--- config.mk ---
export PLATFORM = sky130hd
export DESIGN_NAME = decode
export DESIGN_NICKNAME = d
export VERILOG_FILES = /design/src/logic/isa_pkg.sv /design/src/logic/pipe_pkg.sv /design/src/logic/reg_file.sv /design/src/logic/decode.sv
export VERILOG_INCLUDE_DIRS = /design/src /design/src/include
export SDC_FILE = /design/constraint.sdc
export NUM_CORES = 1
export LEC_CHECK = 0
export BUFFER_PORTS_ARGS = -buffer_cell sky130_fd_sc_hd__buf_2
export CORE_UTILIZATION = 29
export CTS_CLUSTER_SIZE = 40
export DETAILED_ROUTE_END_ITERATION = 8
export SLEW_MARGIN = 20
export SYNTH_ARGS = -nofsm -noshare
export SYNTH_HDL_FRONTEND = slang
export SYNTH_SLANG_ARGS = --single-unit
--- constraint.sdc ---
create_clock -name clock -period 7.75 [get_ports clock]
set_input_delay 1.55 -clock clock [delete_from_list [all_inputs] [get_ports clock]]
set_output_delay 1.55 -clock clock [all_outputs]
set_load 0.01 [all_outputs]
--- src/include/core_cfg.svh ---
`ifndef CORE_CFG_SVH
`define CORE_CFG_SVH

// Byte address, instructions on word boundaries
`define PC_WIDTH 10

`define WORD_WIDTH 32

// Instruction store, indexed by pc[9:2]
`define IMEM_DEPTH 256
`define IMEM_ADDR_WIDTH 8

`define REG_COUNT 32
`define REG_ADDR_WIDTH 5

// JAL return address destination
`define LINK_REG 30

`endif

--- src/logic/isa_pkg.sv ---
`include "core_cfg.svh"

package isa_pkg;

	// Opcode field, instr[30:25]
	typedef enum logic [5:0] {
		nop  = 6'd0,
		movi = 6'd1,
		ty_b = 6'd2,
		ty_j = 6'd3,
		jr   = 6'd4
	} opcode_e;

	// Branch flavour, instr[14]
	typedef enum logic {
		beq = 1'b0,
		bne = 1'b1
	} sub_op_b_e;

	// Jump flavour, instr[24]
	typedef enum logic {
		jj  = 1'b0,
		jal = 1'b1
	} sub_op_j_e;

	typedef struct packed {
		opcode_e                     opcode;
		sub_op_b_e                   sub_op_b;
		sub_op_j_e                   sub_op_j;
		logic [`REG_ADDR_WIDTH-1:0]  rt;
		logic [`REG_ADDR_WIDTH-1:0]  ra;
		logic [`REG_ADDR_WIDTH-1:0]  rb;
		logic [13:0]                 imm_14bit;
		logic [23:0]                 imm_24bit;
		// MOVI result, imm_14bit sign extended
		logic [`WORD_WIDTH-1:0]      imm_sext;
	} decoded_instr_t;

endpackage

--- src/logic/pipe_pkg.sv ---
`include "core_cfg.svh"

package pipe_pkg;

	typedef enum logic [1:0] {
		pc_4,
		pc_14bit,
		pc_24bit,
		pc_register
	} pc_select_e;

	// REG1 contents
	typedef struct packed {
		logic                    valid;
		logic [`PC_WIDTH-1:0]    pc;
		logic [`WORD_WIDTH-1:0]  instr;
	} fetch_bundle_t;

	// Decode back to the program counter
	typedef struct packed {
		logic                    valid;
		pc_select_e              select;
		logic                    link;
		logic [`PC_WIDTH-1:0]    pc;
		logic [13:0]             imm_14bit;
		logic [23:0]             imm_24bit;
		logic [`WORD_WIDTH-1:0]  reg_rb_data;
	} redirect_t;

	// Retire record
	typedef struct packed {
		logic                        valid;
		logic [`PC_WIDTH-1:0]        pc;
		logic                        write_en;
		logic [`REG_ADDR_WIDTH-1:0]  write_index;
		logic [`WORD_WIDTH-1:0]      write_data;
	} commit_t;

endpackage

--- src/logic/reg_file.sv ---
`timescale 1ns/1ns
`include "core_cfg.svh"

module reg_file (
	input  logic                        clock,
	input  logic                        reset,
	input  logic                        write_en,
	input  logic [`REG_ADDR_WIDTH-1:0]  write_addr,
	input  logic [`WORD_WIDTH-1:0]      write_data,
	input  logic [`REG_ADDR_WIDTH-1:0]  rt_addr,
	input  logic [`REG_ADDR_WIDTH-1:0]  ra_addr,
	input  logic [`REG_ADDR_WIDTH-1:0]  rb_addr,
	output logic [`WORD_WIDTH-1:0]      rt_data,
	output logic [`WORD_WIDTH-1:0]      ra_data,
	output logic [`WORD_WIDTH-1:0]      rb_data
);

	logic [`WORD_WIDTH-1:0] regs [`REG_COUNT];

	always_ff @(posedge clock) begin
		if (reset) begin
			for (int i = 0; i < `REG_COUNT; i++) begin
				regs[i] <= '0;
			end
		end else if (write_en) begin
			regs[write_addr] <= write_data;
		end
	end

	// Old value until the edge
	assign rt_data = regs[rt_addr];
	assign ra_data = regs[ra_addr];
	assign rb_data = regs[rb_addr];

endmodule

--- src/logic/decode.sv ---
`timescale 1ns/1ns
`include "core_cfg.svh"

module decode (
	input  logic                     clock,
	input  logic                     reset,
	input  pipe_pkg::fetch_bundle_t  reg1,
	input  logic                     do_hazard,
	input  logic                     do_jump_link,
	output pipe_pkg::redirect_t      redirect,
	output pipe_pkg::commit_t        commit
);
	import isa_pkg::*;
	import pipe_pkg::*;

	decoded_instr_t dec;
	commit_t commit_next;
	logic resolve;
	logic rt_ra_equal;
	logic [`WORD_WIDTH-1:0] rt_data;
	logic [`WORD_WIDTH-1:0] ra_data;
	logic [`WORD_WIDTH-1:0] rb_data;
	logic write_en;
	logic [`REG_ADDR_WIDTH-1:0] write_addr;
	logic [`WORD_WIDTH-1:0] write_data;
	logic [`PC_WIDTH-1:0] return_pc;

	always_comb begin
		case (reg1.instr[30:25])
			ty_b, ty_j, jr, movi: dec.opcode = opcode_e'(reg1.instr[30:25]);
			default: dec.opcode = nop;
		endcase
		dec.sub_op_b = sub_op_b_e'(reg1.instr[14]);
		dec.sub_op_j = sub_op_j_e'(reg1.instr[24]);
		dec.rt = reg1.instr[24:20];
		dec.ra = reg1.instr[19:15];
		dec.rb = reg1.instr[14:10];
		dec.imm_14bit = reg1.instr[13:0];
		dec.imm_24bit = reg1.instr[23:0];
		dec.imm_sext = {{18{reg1.instr[13]}}, reg1.instr[13:0]};
	end

	reg_file u_reg_file (
		.clock      (clock),
		.reset      (reset),
		.write_en   (write_en),
		.write_addr (write_addr),
		.write_data (write_data),
		.rt_addr    (dec.rt),
		.ra_addr    (dec.ra),
		.rb_addr    (dec.rb),
		.rt_data    (rt_data),
		.ra_data    (ra_data),
		.rb_data    (rb_data)
	);

	// Nothing resolves while frozen
	assign resolve = reg1.valid && !do_hazard;
	assign rt_ra_equal = (rt_data == ra_data);
	assign return_pc = reg1.pc + `PC_WIDTH'(4);

	always_comb begin
		redirect.valid = resolve;
		redirect.select = pc_4;
		redirect.link = 1'b0;
		redirect.pc = reg1.pc;
		redirect.imm_14bit = dec.imm_14bit;
		redirect.imm_24bit = dec.imm_24bit;
		redirect.reg_rb_data = rb_data;
		case (dec.opcode)
			ty_b: begin
				if ((dec.sub_op_b == beq && rt_ra_equal) ||
					(dec.sub_op_b == bne && !rt_ra_equal)) begin
					redirect.select = pc_14bit;
				end
			end
			ty_j: begin
				redirect.select = pc_24bit;
				redirect.link = (dec.sub_op_j == jal);
			end
			jr: redirect.select = pc_register;
			default: ;
		endcase
	end

	// MOVI into rt, JAL return address into the link register
	always_comb begin
		write_en = 1'b0;
		write_addr = dec.rt;
		write_data = dec.imm_sext;
		if (resolve && dec.opcode == movi) begin
			write_en = 1'b1;
		end else if (do_jump_link) begin
			write_en = 1'b1;
			write_addr = `REG_ADDR_WIDTH'(`LINK_REG);
			write_data = {{(`WORD_WIDTH-`PC_WIDTH){1'b0}}, return_pc};
		end
	end

	always_comb begin
		commit_next.valid = resolve;
		commit_next.pc = reg1.pc;
		commit_next.write_en = write_en;
		commit_next.write_index = write_addr;
		commit_next.write_data = write_data;
	end

	always_ff @(posedge clock) begin
		if (reset) begin
			commit.valid <= 1'b0;
		end else begin
			commit <= commit_next;
		end
	end

endmodule

==> results_dict.tcl <==
set metrics [dict create \
    avgSynthCellArea_um2 13.57 \
    fin_util_pct 33.37 \
    drt_wl_total_um 113500 \
    cp-startpoint "reg1[20]" \
    synthArstFlopShare_pct 0 \
    synth_top_area_share_pct 50.07 \
    io_buffers 178 \
    dp_hpwl_um 76130 \
    synth_edf_count 478 \
    synthFlopType "edfxtp_1" \
    max-clock-path-buffers 3 \
    htree_levels 2 \
    path_clk_slew_ns 0.06 \
    path_cells "clkbuf_8, buf_4, mux4_2, nor2_1, o21ai_0, o211ai_2, xnor2_1, a2111oi_2, nand4_1, mux2i_1, nand2_1, buf_2" \
    cp-end-kind "output pin" \
    synth_seq_cells 479 \
    powerDensity_mw_per_mm2 215.8 \
    layout-drive-gt1-share_pct 31.34 \
    syn_inst 2112 \
    hold_buffers 0 \
    cp_num_cells 12 \
    fmax_mhz 145.8 \
    yosys.cell_count.top_type "nor2_1" \
    netlist_area_mm2 0.02867 \
    holdWs_ns 1.148 \
    slew-limit-headroom_pct 15.75 \
    die_w_um 316.4 \
    setup_violations 0 \
    cts-buffers-inserted 53 \
    n_antenna_cell 0 \
    die_area_mm2 0.1001 \
    ys.warnings.count 0 \
    coreArea_mm2 0.09728 \
    num_io_pins 180 \
    netlist_top_cells_count "492 x nor2_1, 478 x edfxtp_1, 286 x mux4_2" \
    synth_cell_types 58 \
    crit_family "compound AO/OA/AOI/OAI gates" \
    path_buf_inv 3 \
    status "finished, final reports clean" \
    fillers 9489 \
    gp_congestion 0.9614 \
    hold_viol 0 \
    path_class "input pin to output pin" \
    start_kind "input pin" \
    hp-class "input pin to register" \
    fin_ws_ns 0.8910 \
    report.final.slew_viol_count 0 \
    cts_tree "done" \
    avgViaCountPerCell 6.043 \
    drc 0 \
    overflow 0 \
    p_leak_nw 11.33 \
    worstPathRequired_ns 6.20 \
    post_cts_buffers 0 \
    finalSetupTns_ns 0 \
    fin_crit_ns 6.859 \
    first_global_vias 20470 \
    ant_nets 0 \
    pre_cts_ws_ns 0.8866 \
    fin_nets 2205 \
    grt_max_degree 48 \
    fin_total_pwr_mw 7.004 \
    syn_nets 2160 \
    vias 21020 \
    ctsResizeCount 0 \
    drv_cap 0 \
    finalCritPeriodShare_pct 88.50 \
    rsz0062_at_grt "false" \
    drt-initial-drc-count 3387 \
    die_h_um 316.4 \
    cpPeakStageDelay_ns 0.70 \
    wl_per_cell_um 32.63 \
    ir_drop_mv 0.1693 \
    ys_seq_area_share_pct 50.14 \
    slowest_stage "o21ai_0" \
    clock_sinks 479 \
    path_max_fanout 47 \
    cts_root_buffer "clkbuf_16" \
    antenna_found_initial 5 \
    grt_usage_pct 22.36 \
    first_pass_iters 5 \
    endpoint "redirect[81]" \
    arrival_ns 5.31 \
    start_util_pct 29.47 \
    yosys.area.top_type "edfxtp_1" \
    grt_pass1_wl_um 156600 \
    yosys-top-cells-area "edfxtp_1 50%, mux4_2 22%, nor2_1 6.4%" \
    synthToLayoutAreaGrowth_pct 13.23 \
    rows 114 \
    tightest_slew_ns 1.261 \
]
==> through the flow <==
stage | instances | cell area, um2
after floorplan | 2112 | 28670
after global placement | 3376 | 30550
after detailed placement | 3376 | 30550
after CTS | 3476 | 32400
after global routing | 3478 | 32460
final | 3478 | 32460
==> state kept, by name (all words and copies together), names as in the netlist <==
name and count:
u_reg_file.regs 448, commit 31
==> power by group <==
part           switching (mW)  total [mW]  internal, mW  leakage (nW)
logic                   0.699        1.16         0.466          5.87
registers               0.104        3.10          3.00          4.56
clock network            1.11        2.74          1.62         0.897
total                    1.91        7.00          5.09          11.3
==> layout by cell type, fill, tap and decap left out, types with 7 or more instances in the layout <==
| master | instances |
|---|---|
| xor2_1 | 9 |
| mux4_2 | 286 |
| and2_1 | 7 |
| clkinv_1 | 13 |
| nor2_1 | 492 |
| nand3_1 | 22 |
| bufinv_16 | 10 |
| o22ai_1 | 29 |
| clkinv_2 | 8 |
| nor2b_1 | 13 |
| inv_1 | 20 |
| mux2i_1 | 122 |
| and3_1 | 8 |
| nor4_1 | 8 |
| nand4_1 | 11 |
| xnor2_1 | 7 |
| o21ai_0 | 32 |
| a21oi_4 | 7 |
| clkbuf_16 | 56 |
| a221oi_1 | 33 |
| mux4_1 | 18 |
| a22oi_1 | 34 |
| mux2_2 | 23 |
| buf_4 | 89 |
| nand2b_1 | 9 |
| edfxtp_1 | 478 |
| nand2_1 | 93 |
| buf_2 | 171 |
| buf_12 | 9 |
| clkbuf_1 | 7 |
==> final cells by class <==
class	count	area [um2]	share of cell area (%)
Tap cell	1276	1597	4.919
Sequential cell	479	14370	44.28
Timing Repair Buffer	274	1798	5.539
Multi-Input combinational cell	1328	12760	39.32
Clock inverter	38	446.7	1.376
Inverter	21	78.83	0.2428
Clock buffer	62	1403	4.321
==> per-layer routing <==
metal / vias to the layer above / share of wire, % / GRT usage, %
li1: 8222 / - / -
met1: 10910 / 38 / 29.67
met5: - / 0.036 / 0
met3: 269 / 11 / 4.840
met4: 6 / 5.4 / 11.69
met2: 1612 / 45 / 34.35
==> how the worst min path moves through the flow <==
stage | depth (start not counted) | start | slack [ns] | end
2_1_floorplan | 1 | reset | 1.62 | commit[48]$_SDFF_PP0_
3_3_place_gp | 1 | reg1[32] | 1.79 | commit[38]$_DFFE_PN_
3_5_place_dp | 1 | reg1[41] | 1.79 | commit[47]$_DFFE_PN_
4_1_cts | 1 | reg1[41] | 1.13 | commit[47]$_DFFE_PN_
5_1_grt | 1 | reg1[41] | 1.14 | commit[47]$_DFFE_PN_
6_report | 1 | reg1[41] | 1.15 | commit[47]$_DFFE_PN_
==> logic make-up (layout without fill, tap and decap cells) <==
kind of cell	after synthesis	after routing	synth area share (%)
xor+xnor	16	16	0.4889
flops	479	479	50.14
simple gates	685	685	9.777
fa+ha+maj	1	1	0.04364
mux	452	452	29.39
buf+inv	305	395	5.801
compound gates	174	174	4.360
Power figures use the tool's default switching activity.
