**src/include/core_cfg.svh**
```systemverilog
`ifndef CORE_CFG_SVH
`define CORE_CFG_SVH

// Byte address, instructions on word boundaries
`define PC_WIDTH 10

`define WORD_WIDTH 32

// Instruction store, indexed by pc[9:2]
`define IMEM_DEPTH 256
`define IMEM_ADDR_WIDTH 8

`define REG_COUNT 32
`define REG_ADDR_WIDTH 5

// JAL return address destination
`define LINK_REG 30

`endif

```
**src/logic/pipe_pkg.sv**
```systemverilog
`include "core_cfg.svh"

package pipe_pkg;

	typedef enum logic [1:0] {
		pc_4,
		pc_14bit,
		pc_24bit,
		pc_register
	} pc_select_e;

	// REG1 contents
	typedef struct packed {
		logic                    valid;
		logic [`PC_WIDTH-1:0]    pc;
		logic [`WORD_WIDTH-1:0]  instr;
	} fetch_bundle_t;

	// Decode back to the program counter
	typedef struct packed {
		logic                    valid;
		pc_select_e              select;
		logic                    link;
		logic [`PC_WIDTH-1:0]    pc;
		logic [13:0]             imm_14bit;
		logic [23:0]             imm_24bit;
		logic [`WORD_WIDTH-1:0]  reg_rb_data;
	} redirect_t;

	// Retire record
	typedef struct packed {
		logic                        valid;
		logic [`PC_WIDTH-1:0]        pc;
		logic                        write_en;
		logic [`REG_ADDR_WIDTH-1:0]  write_index;
		logic [`WORD_WIDTH-1:0]      write_data;
	} commit_t;

endpackage

```
**src/logic/pc.sv**
```systemverilog
`timescale 1ns/1ns
`include "core_cfg.svh"

module pc (
	input  logic                  clock,
	input  logic                  reset,
	input  logic                  enable_pc,
	input  logic                  do_hazard,
	input  pipe_pkg::redirect_t   redirect,
	output logic [`PC_WIDTH-1:0]  current_pc,
	output logic                  do_flush_reg1,
	output logic                  do_jump_link
);
	import pipe_pkg::*;

	pc_select_e select_pc;
	logic [`PC_WIDTH-1:0] next_pc;
	logic [`WORD_WIDTH-1:0] offset_14bit;
	logic [`WORD_WIDTH-1:0] offset_24bit;

	// Sequential flow unless decode resolved a taken branch or jump
	always_comb begin
		if (redirect.valid) begin
			select_pc = redirect.select;
		end else begin
			select_pc = pc_4;
		end
	end

	assign do_flush_reg1 = (select_pc != pc_4);
	assign do_jump_link = redirect.valid && redirect.link;

	// Word offsets, sign extended then cut to PC width
	assign offset_14bit = {{22{redirect.imm_14bit[13]}}, redirect.imm_14bit[7:0], 2'b00};
	assign offset_24bit = {{22{redirect.imm_24bit[23]}}, redirect.imm_24bit[7:0], 2'b00};

	always_comb begin
		case (select_pc)
			pc_14bit: begin
				next_pc = redirect.pc + offset_14bit[`PC_WIDTH-1:0];
			end
			pc_24bit: begin
				next_pc = redirect.pc + offset_24bit[`PC_WIDTH-1:0];
			end
			pc_register: begin
				next_pc = {redirect.reg_rb_data[`PC_WIDTH-1:2], 2'b00};
			end
			default: begin
				next_pc = current_pc + `PC_WIDTH'(4);
			end
		endcase
	end

	// A redirect loads its target even while run is low
	always_ff @(posedge clock) begin
		if (reset) begin
			current_pc <= '0;
		end else if (!do_hazard && (do_flush_reg1 || enable_pc)) begin
			current_pc <= next_pc;
		end
	end

endmodule

```
**config.mk**
```make
export PLATFORM = sky130hd
export DESIGN_NAME = pc
export DESIGN_NICKNAME = d
export VERILOG_FILES = /design/src/logic/pipe_pkg.sv /design/src/logic/pc.sv
export VERILOG_INCLUDE_DIRS = /design/src /design/src/include
export SDC_FILE = /design/constraint.sdc
export NUM_CORES = 1
export LEC_CHECK = 0
export BUFFER_PORTS_ARGS = -buffer_cell sky130_fd_sc_hd__buf_2
export CAP_MARGIN = 10
export CORE_AREA = 2 2 75 48
export DETAILED_ROUTE_END_ITERATION = 8
export DIE_AREA = 0 0 77 50
export PLACE_DENSITY_LB_ADDON = 0.12
export SKIP_LAST_GASP = 1
export SLEW_MARGIN = 40
export SYNTH_ARGS = -nofsm -noshare
export SYNTH_HDL_FRONTEND = slang
export SYNTH_SLANG_ARGS = --single-unit
```
**constraint.sdc**
```tcl
create_clock -name clock -period 2.9 [get_ports clock]
set_input_delay 0 -clock clock [delete_from_list [all_inputs] [get_ports clock]]
set_output_delay 0 -clock clock [all_outputs]
set_load 0.05 [all_outputs]
```
==> run summary, run 1 <==
drt drc - 0
clk buf depth - 2
WL/cell - 12.9 microns
Crit. End Element - flop
Clock transition at path regs - 0.05 ns
Final Max Tran Viols - 0
Synth Warn # - 0
post-synthesis net count - 255
largest net degree at the start of global routing - 20
Startpoint Class - primary input
Post-CTS Setup Inserts - 0
Total GRT Usage - 17.7%
Leak Pwr - 0.704 nW
Async S/R FF share, synth - 0%
global-route wire length before repair - 5580 microns
number of flip-flops in the largest register - 10
initial core utilization - 37.8%
Placed Instances - 245
Chip Height - 50 microns
Synth Cell Area - 1190 sq um
worst vdd ir - 0.000167 V
setup TNS - 0 ns
Main synth FF type - dfxtp_1
area share of the largest cell type after synthesis - 16.8%
syn_area_per_cell - 7.81 sq um
TritonCTS clock tree - built
total routed wirelength - 3200 microns
power per cell area - 357 nW/um^2
Setup Skew - 0.00502 ns
Finished Layout Cells - 248
Setup Crit Path Kind - in -> reg
DRT iter0 DRCs - 76
synthesized instance count - 153
DR vias/cell - 5.25
Die X - 77 microns
Synth area leader - dfxtp_1
share of layout cells above drive strength 1 - 35.5%
synthesis-to-finish area growth - 27.2%
Yosys reg bits - 10
Largest regs - current_pc x10
diode count - 0
run status - finished clean
CP Data Arrival Time - 2.40 ns
cts hold-fix bufs - 0
Power Total - 542 uW
crit path max fanout - 4
fin nets - 307
CTS root buf - clkbuf_8
die area - 3850 sq um
Worst slew margin - 57.8%
# rows - 16
WHS - 0.0413 ns
Post-synth EDFFs - 0
slew at the pin closest to its max-slew limit - 0.633 ns
fmax - 0.436 GHz
ANT nets after route - 0
Commonest cells post-synth - nand2_1 (16), a21oi_1 (13), ha_1 (13)
Netlist cell types - 46
worst hold path class - in -> reg
fin crit share - 79.0%
cells resized by post-CTS repair - 0
Final min period - 2.29 ns
initial antenna violation count - 0
CTS Buf Count - 3
Fillers - 363
Final setup viols - 0
Hold Vio Cnt, Final - 0
core box area - 3160 sq um
unrepaired setup endpoints after global routing - false
vias in the first global route - 1258
Pre-antenna DRT Iters - 4
Port Buf Inserts - 53
count leader, synth - nand2_1
maxcap violations - 0
Final HPWL DP - 2670 microns
Clock Latency Late Sink - 0.24 ns
Synth area leaders - dfxtp_1 (17%), ha_1 (14%), mux2_2 (6.6%)
grt ovf - 0
Max H-tree Level - 1
clk sinks - 10
CP required - 3.01 ns
Seq/Total Area, Yosys - 16.8%
Most flops, register - current_pc
# IOs - 100
gpl congestion - 0.767
total vias in the final route - 1302
[kinds of logic (layout without fill, tap and decap cells)]
| logic type | count (synthesis) | after routing | share of synthesized area [%] |
|---|---|---|---|
| adders and majority gates | 14 | 14 | 15.3 |
| buffers and inverters | 18 | 68 | 7.22 |
| muxes | 8 | 8 | 7.43 |
| xor gates and xnor gates | 3 | 3 | 2.20 |
| AOI/OAI and AO/OA | 53 | 53 | 31.3 |
| and+or+nand+nor | 47 | 47 | 19.8 |
| DFF | 10 | 10 | 16.8 |
[area by class of cell]
type | count | area, sq um | area share [%]
Clock buffer | 3 | 41.3 | 2.72
Inverter | 11 | 41.3 | 2.72
Multi-Input combinational cell | 125 | 908 | 59.8
Sequential cell | 10 | 200 | 13.2
Tap cell | 45 | 56.3 | 3.70
Timing Repair Buffer | 54 | 273 | 17.9
[final timing paths]
path / from / to / slack [ns] / cells after the start
worst max-delay path: redirect[81] / current_pc[7] / 0.61 / 11
worst min-delay path: redirect[71] / current_pc[1] / 0.04 / 3
worst max register to register: current_pc[2] / current_pc[8] / 1.38 / 6
worst min register to register: current_pc[1] / current_pc[1] / 0.47 / 2
[routing by layer]
layer | vias to the layer above | track usage (%) | routed length, microns
met5 | - | 0 | 0
li1 | 669 | - | -
met4 | 0 | 2.98 | 10
met2 | 35 | 29.2 | 1420
met1 | 596 | 23.7 | 1580
met3 | 2 | 4.76 | 192
[per-stage QoR]
step | utilization, % | worst slack [ns] | cell area, sq um
floorplan | - | 0.675 | 1190
global placement | 46.8 | 0.393 | 1480
detailed placement | 46.8 | 0.347 | 1480
CTS | 48.1 | 0.593 | 1520
global route | 48.1 | 0.389 | 1520
finish | 48.1 | 0.609 | 1520
[cell usage in the layout (no fill, tap or decap), types with 6 or more instances in the layout]
cell	Yosys	layout
dfxtp_1	10	10
nor2_1	9	9
o21ai_0	10	10
buf_2	3	53
mux2_2	7	7
nand2_1	16	16
a21oi_1	13	13
ha_1	13	13
nor3_1	6	6
inv_1	11	11
[report_power, final]
part / leakage (nW) / total (mW) / switching (mW) / internal (mW)
registers: 0.0814 / 0.155 / 0.00932 / 0.146
clock network: 0.0216 / 0.145 / 0.0544 / 0.0910
logic: 0.601 / 0.242 / 0.141 / 0.101
[worst max-delay path, cell delays in order]
cell      delay, ns
buf_2          0.09
and2_1         0.16
inv_1          0.11
ha_1           0.30
mux2_2         0.38
ha_1           0.30
a211oi_2       0.32
o21bai_1       0.12
a211o_1        0.30
a211oi_1       0.23
nor3_1         0.08
Power figures use the tool's default switching activity.
==> run 2, diff against run 1 <==
clock period = 2.35 ns   (was 2.9 ns; I/O delays follow)
==> run 2 against run 1 <==
Register-to-register slack lost 0.52 ns; critical path type unchanged; design area grew 6.5%; non-clock buffer count rose by 11.
==> run summary, run 2 (synthesis results as in run 1) <==
WL/cell - 13.0 microns (+0.69%)
total vias in the final route - 1363 (+4.7%)
crit path max fanout - 4 (unchanged)
clk buf depth - 2 (unchanged)
gpl congestion - 0.803 (+4.8%)
initial core utilization - 37.8% (unchanged)
CP Launch Point - redirect[81]
DR vias/cell - 5.24 (-0.15%)
Startpoint Class - primary input
worst vdd ir - 0.000227 V (+36%)
Hold Crit Depth - 3 (unchanged)
Final Max Tran Viols - 0 (unchanged)
Power Total - 738 uW (+36%)
DRT iter0 DRCs - 38 (-50%)
# IOs - 100 (unchanged)
Final HPWL DP - 2790 microns (+4.8%)
Final setup viols - 0 (unchanged)
clk sinks - 10 (unchanged)
global-route wire length before repair - 5720 microns (+2.6%)
total routed wirelength - 3380 microns (+5.6%)
Chip Height - 50 microns (unchanged)
drt drc - 0 (unchanged)
r2r worst-path depth - 5 (-1)
# rows - 16 (unchanged)
Die X - 77 microns (unchanged)
worst r2r src - current_pc[2]
maxcap violations - 0 (unchanged)
Port Buf Inserts - 53 (unchanged)
commonest non-fill, non-tap cell in the layout - buf_2
Most flops, register - current_pc
grt ovf - 0 (unchanged)
fmax - 0.474 GHz
vias in the first global route - 1333 (+6.0%)
share of layout cells above drive strength 1 - 39.5% (+4.1 points)
ANT nets after route - 0 (unchanged)
Hold Crit Start - redirect[71]
power per cell area - 456 nW/um^2 (+28%)
Worst slew margin - 63.7% (+5.9 points)
final instance area - 1620 sq um (+6.5%)
Leak Pwr - 0.763 nW (+8.3%)
Max H-tree Level - 1 (unchanged)
Pre-antenna DRT Iters - 4 (unchanged)
Worst Setup EP - current_pc[7]
Clock transition at path regs - 0.05 ns (about the same)
CP Data Arrival Time - 2.27 ns (-0.13 ns)
Hold Vio Cnt, Final - 0 (unchanged)
Setup Skew - 0.000799 ns (-0.00423 ns)
worst hold path class - in -> reg
diode count - 0 (unchanged)
Largest regs - current_pc x10
fin nets - 318 (+3.6%)
core box area - 3160 sq um (unchanged)
Crit. End Element - flop
TritonCTS clock tree - built
slew at the pin closest to its max-slew limit - 0.540 ns (-0.0925 ns)
run status - finished clean
Setup Crit Path Kind - in -> reg
reg2reg setup slack - 0.86 ns (-0.52 ns)
fin crit share - 89.8%
CP required - 2.51 ns (-0.50 ns)
largest net degree at the start of global routing - 14 (-30%)
Total GRT Usage - 18.2% (+0.42 points)
synthesis-to-finish area growth - 35.5%
CTS Buf Count - 3 (unchanged)
die area - 3850 sq um (unchanged)
CTS root buf - clkbuf_8
number of flip-flops in the largest register - 10 (unchanged)
Clock Latency Late Sink - 0.24 ns (about the same)
Post-CTS Setup Inserts - 0 (unchanged)
Final min period - 2.11 ns
dpl cell area - 1560 sq um (+5.6%)
unrepaired setup endpoints after global routing - false
initial antenna violation count - 0 (unchanged)
FF-to-FF End - current_pc[7]
most frequent cells in the layout - buf_2 (53), nand2_1 (16), a21oi_1 (13)
[run 2: cell types whose count changed in the layout (fill, tap and decap cells not counted), sizes merged]
| cell | delta |
|---|---|
| clkbuf | +1 |
| buf | +11 |
[run 2: layout make-up]
| type | count | area [sq um] |
|---|---|---|
| fill | 335 | 1540 |
| multi-input combinational | 125 | 911 |
| timing repair buffer | 65 | 355 |
| sequential | 10 | 200 |
| tap | 45 | 56.3 |
| clock buffer | 4 | 55.1 |
| inverter | 11 | 41.3 |
[run 2: metrics by stage]
stage                     setup slack, ns  hold WS [ns]  TNS (ns)  utilization (%)  instances
after detailed placement          -0.0733         0.282    -0.203             49.4        256
after CTS                           0.183        0.0287         0             51.1        260
after global routing               0.0444        0.0485         0             51.2        260
final                               0.239        0.0309         0             51.2        260
after global placement            0.00248         0.277         0             49.4        256
after floorplan                     0.125         0.162         0                -        153
[run 2: worst min path at each step]
stage	end	slack, ns
6_report	current_pc[1]	0.03
5_1_grt	current_pc[0]	0.05
4_1_cts	current_pc[1]	0.03
3_5_place_dp	current_pc[1]	0.28
3_3_place_gp	current_pc[1]	0.28
2_1_floorplan	current_pc[9]	0.16
[run 2: repair_timing]
item                                    CTS  global route
endpoints found under the setup margin    0             1
gates resized for setup                   0             1
hold buffers                              0             0
[run 2: per-layer routing]
metal / routed length (microns) / track usage [%] / vias to the layer above / share of wire [%]
li1: - / - / 694 / -
met3: 228 / 5.13 / 0 / 6.7
met2: 1470 / 29.5 / 46 / 43
met1: 1690 / 24.6 / 623 / 50
met4: 0 / 2.38 / 0 / 0
met5: 0 / 0 / - / 0
[run 2: report_power, final]
group          internal, mW  switching [mW]  leakage [nW]
logic                 0.143           0.181         0.652
clock network         0.148          0.0741        0.0288
registers             0.180          0.0117        0.0814
[run 2: worst max-delay path, cell delays in order]
cell,delay [ns]
buf_2,0.10
and2_1,0.16
inv_1,0.07
ha_2,0.25
mux2_2,0.36
ha_1,0.30
a211oi_2,0.29
buf_4,0.16
o21ai_1,0.08
a221oi_2,0.23
a211oi_1,0.10
nor3_1,0.17
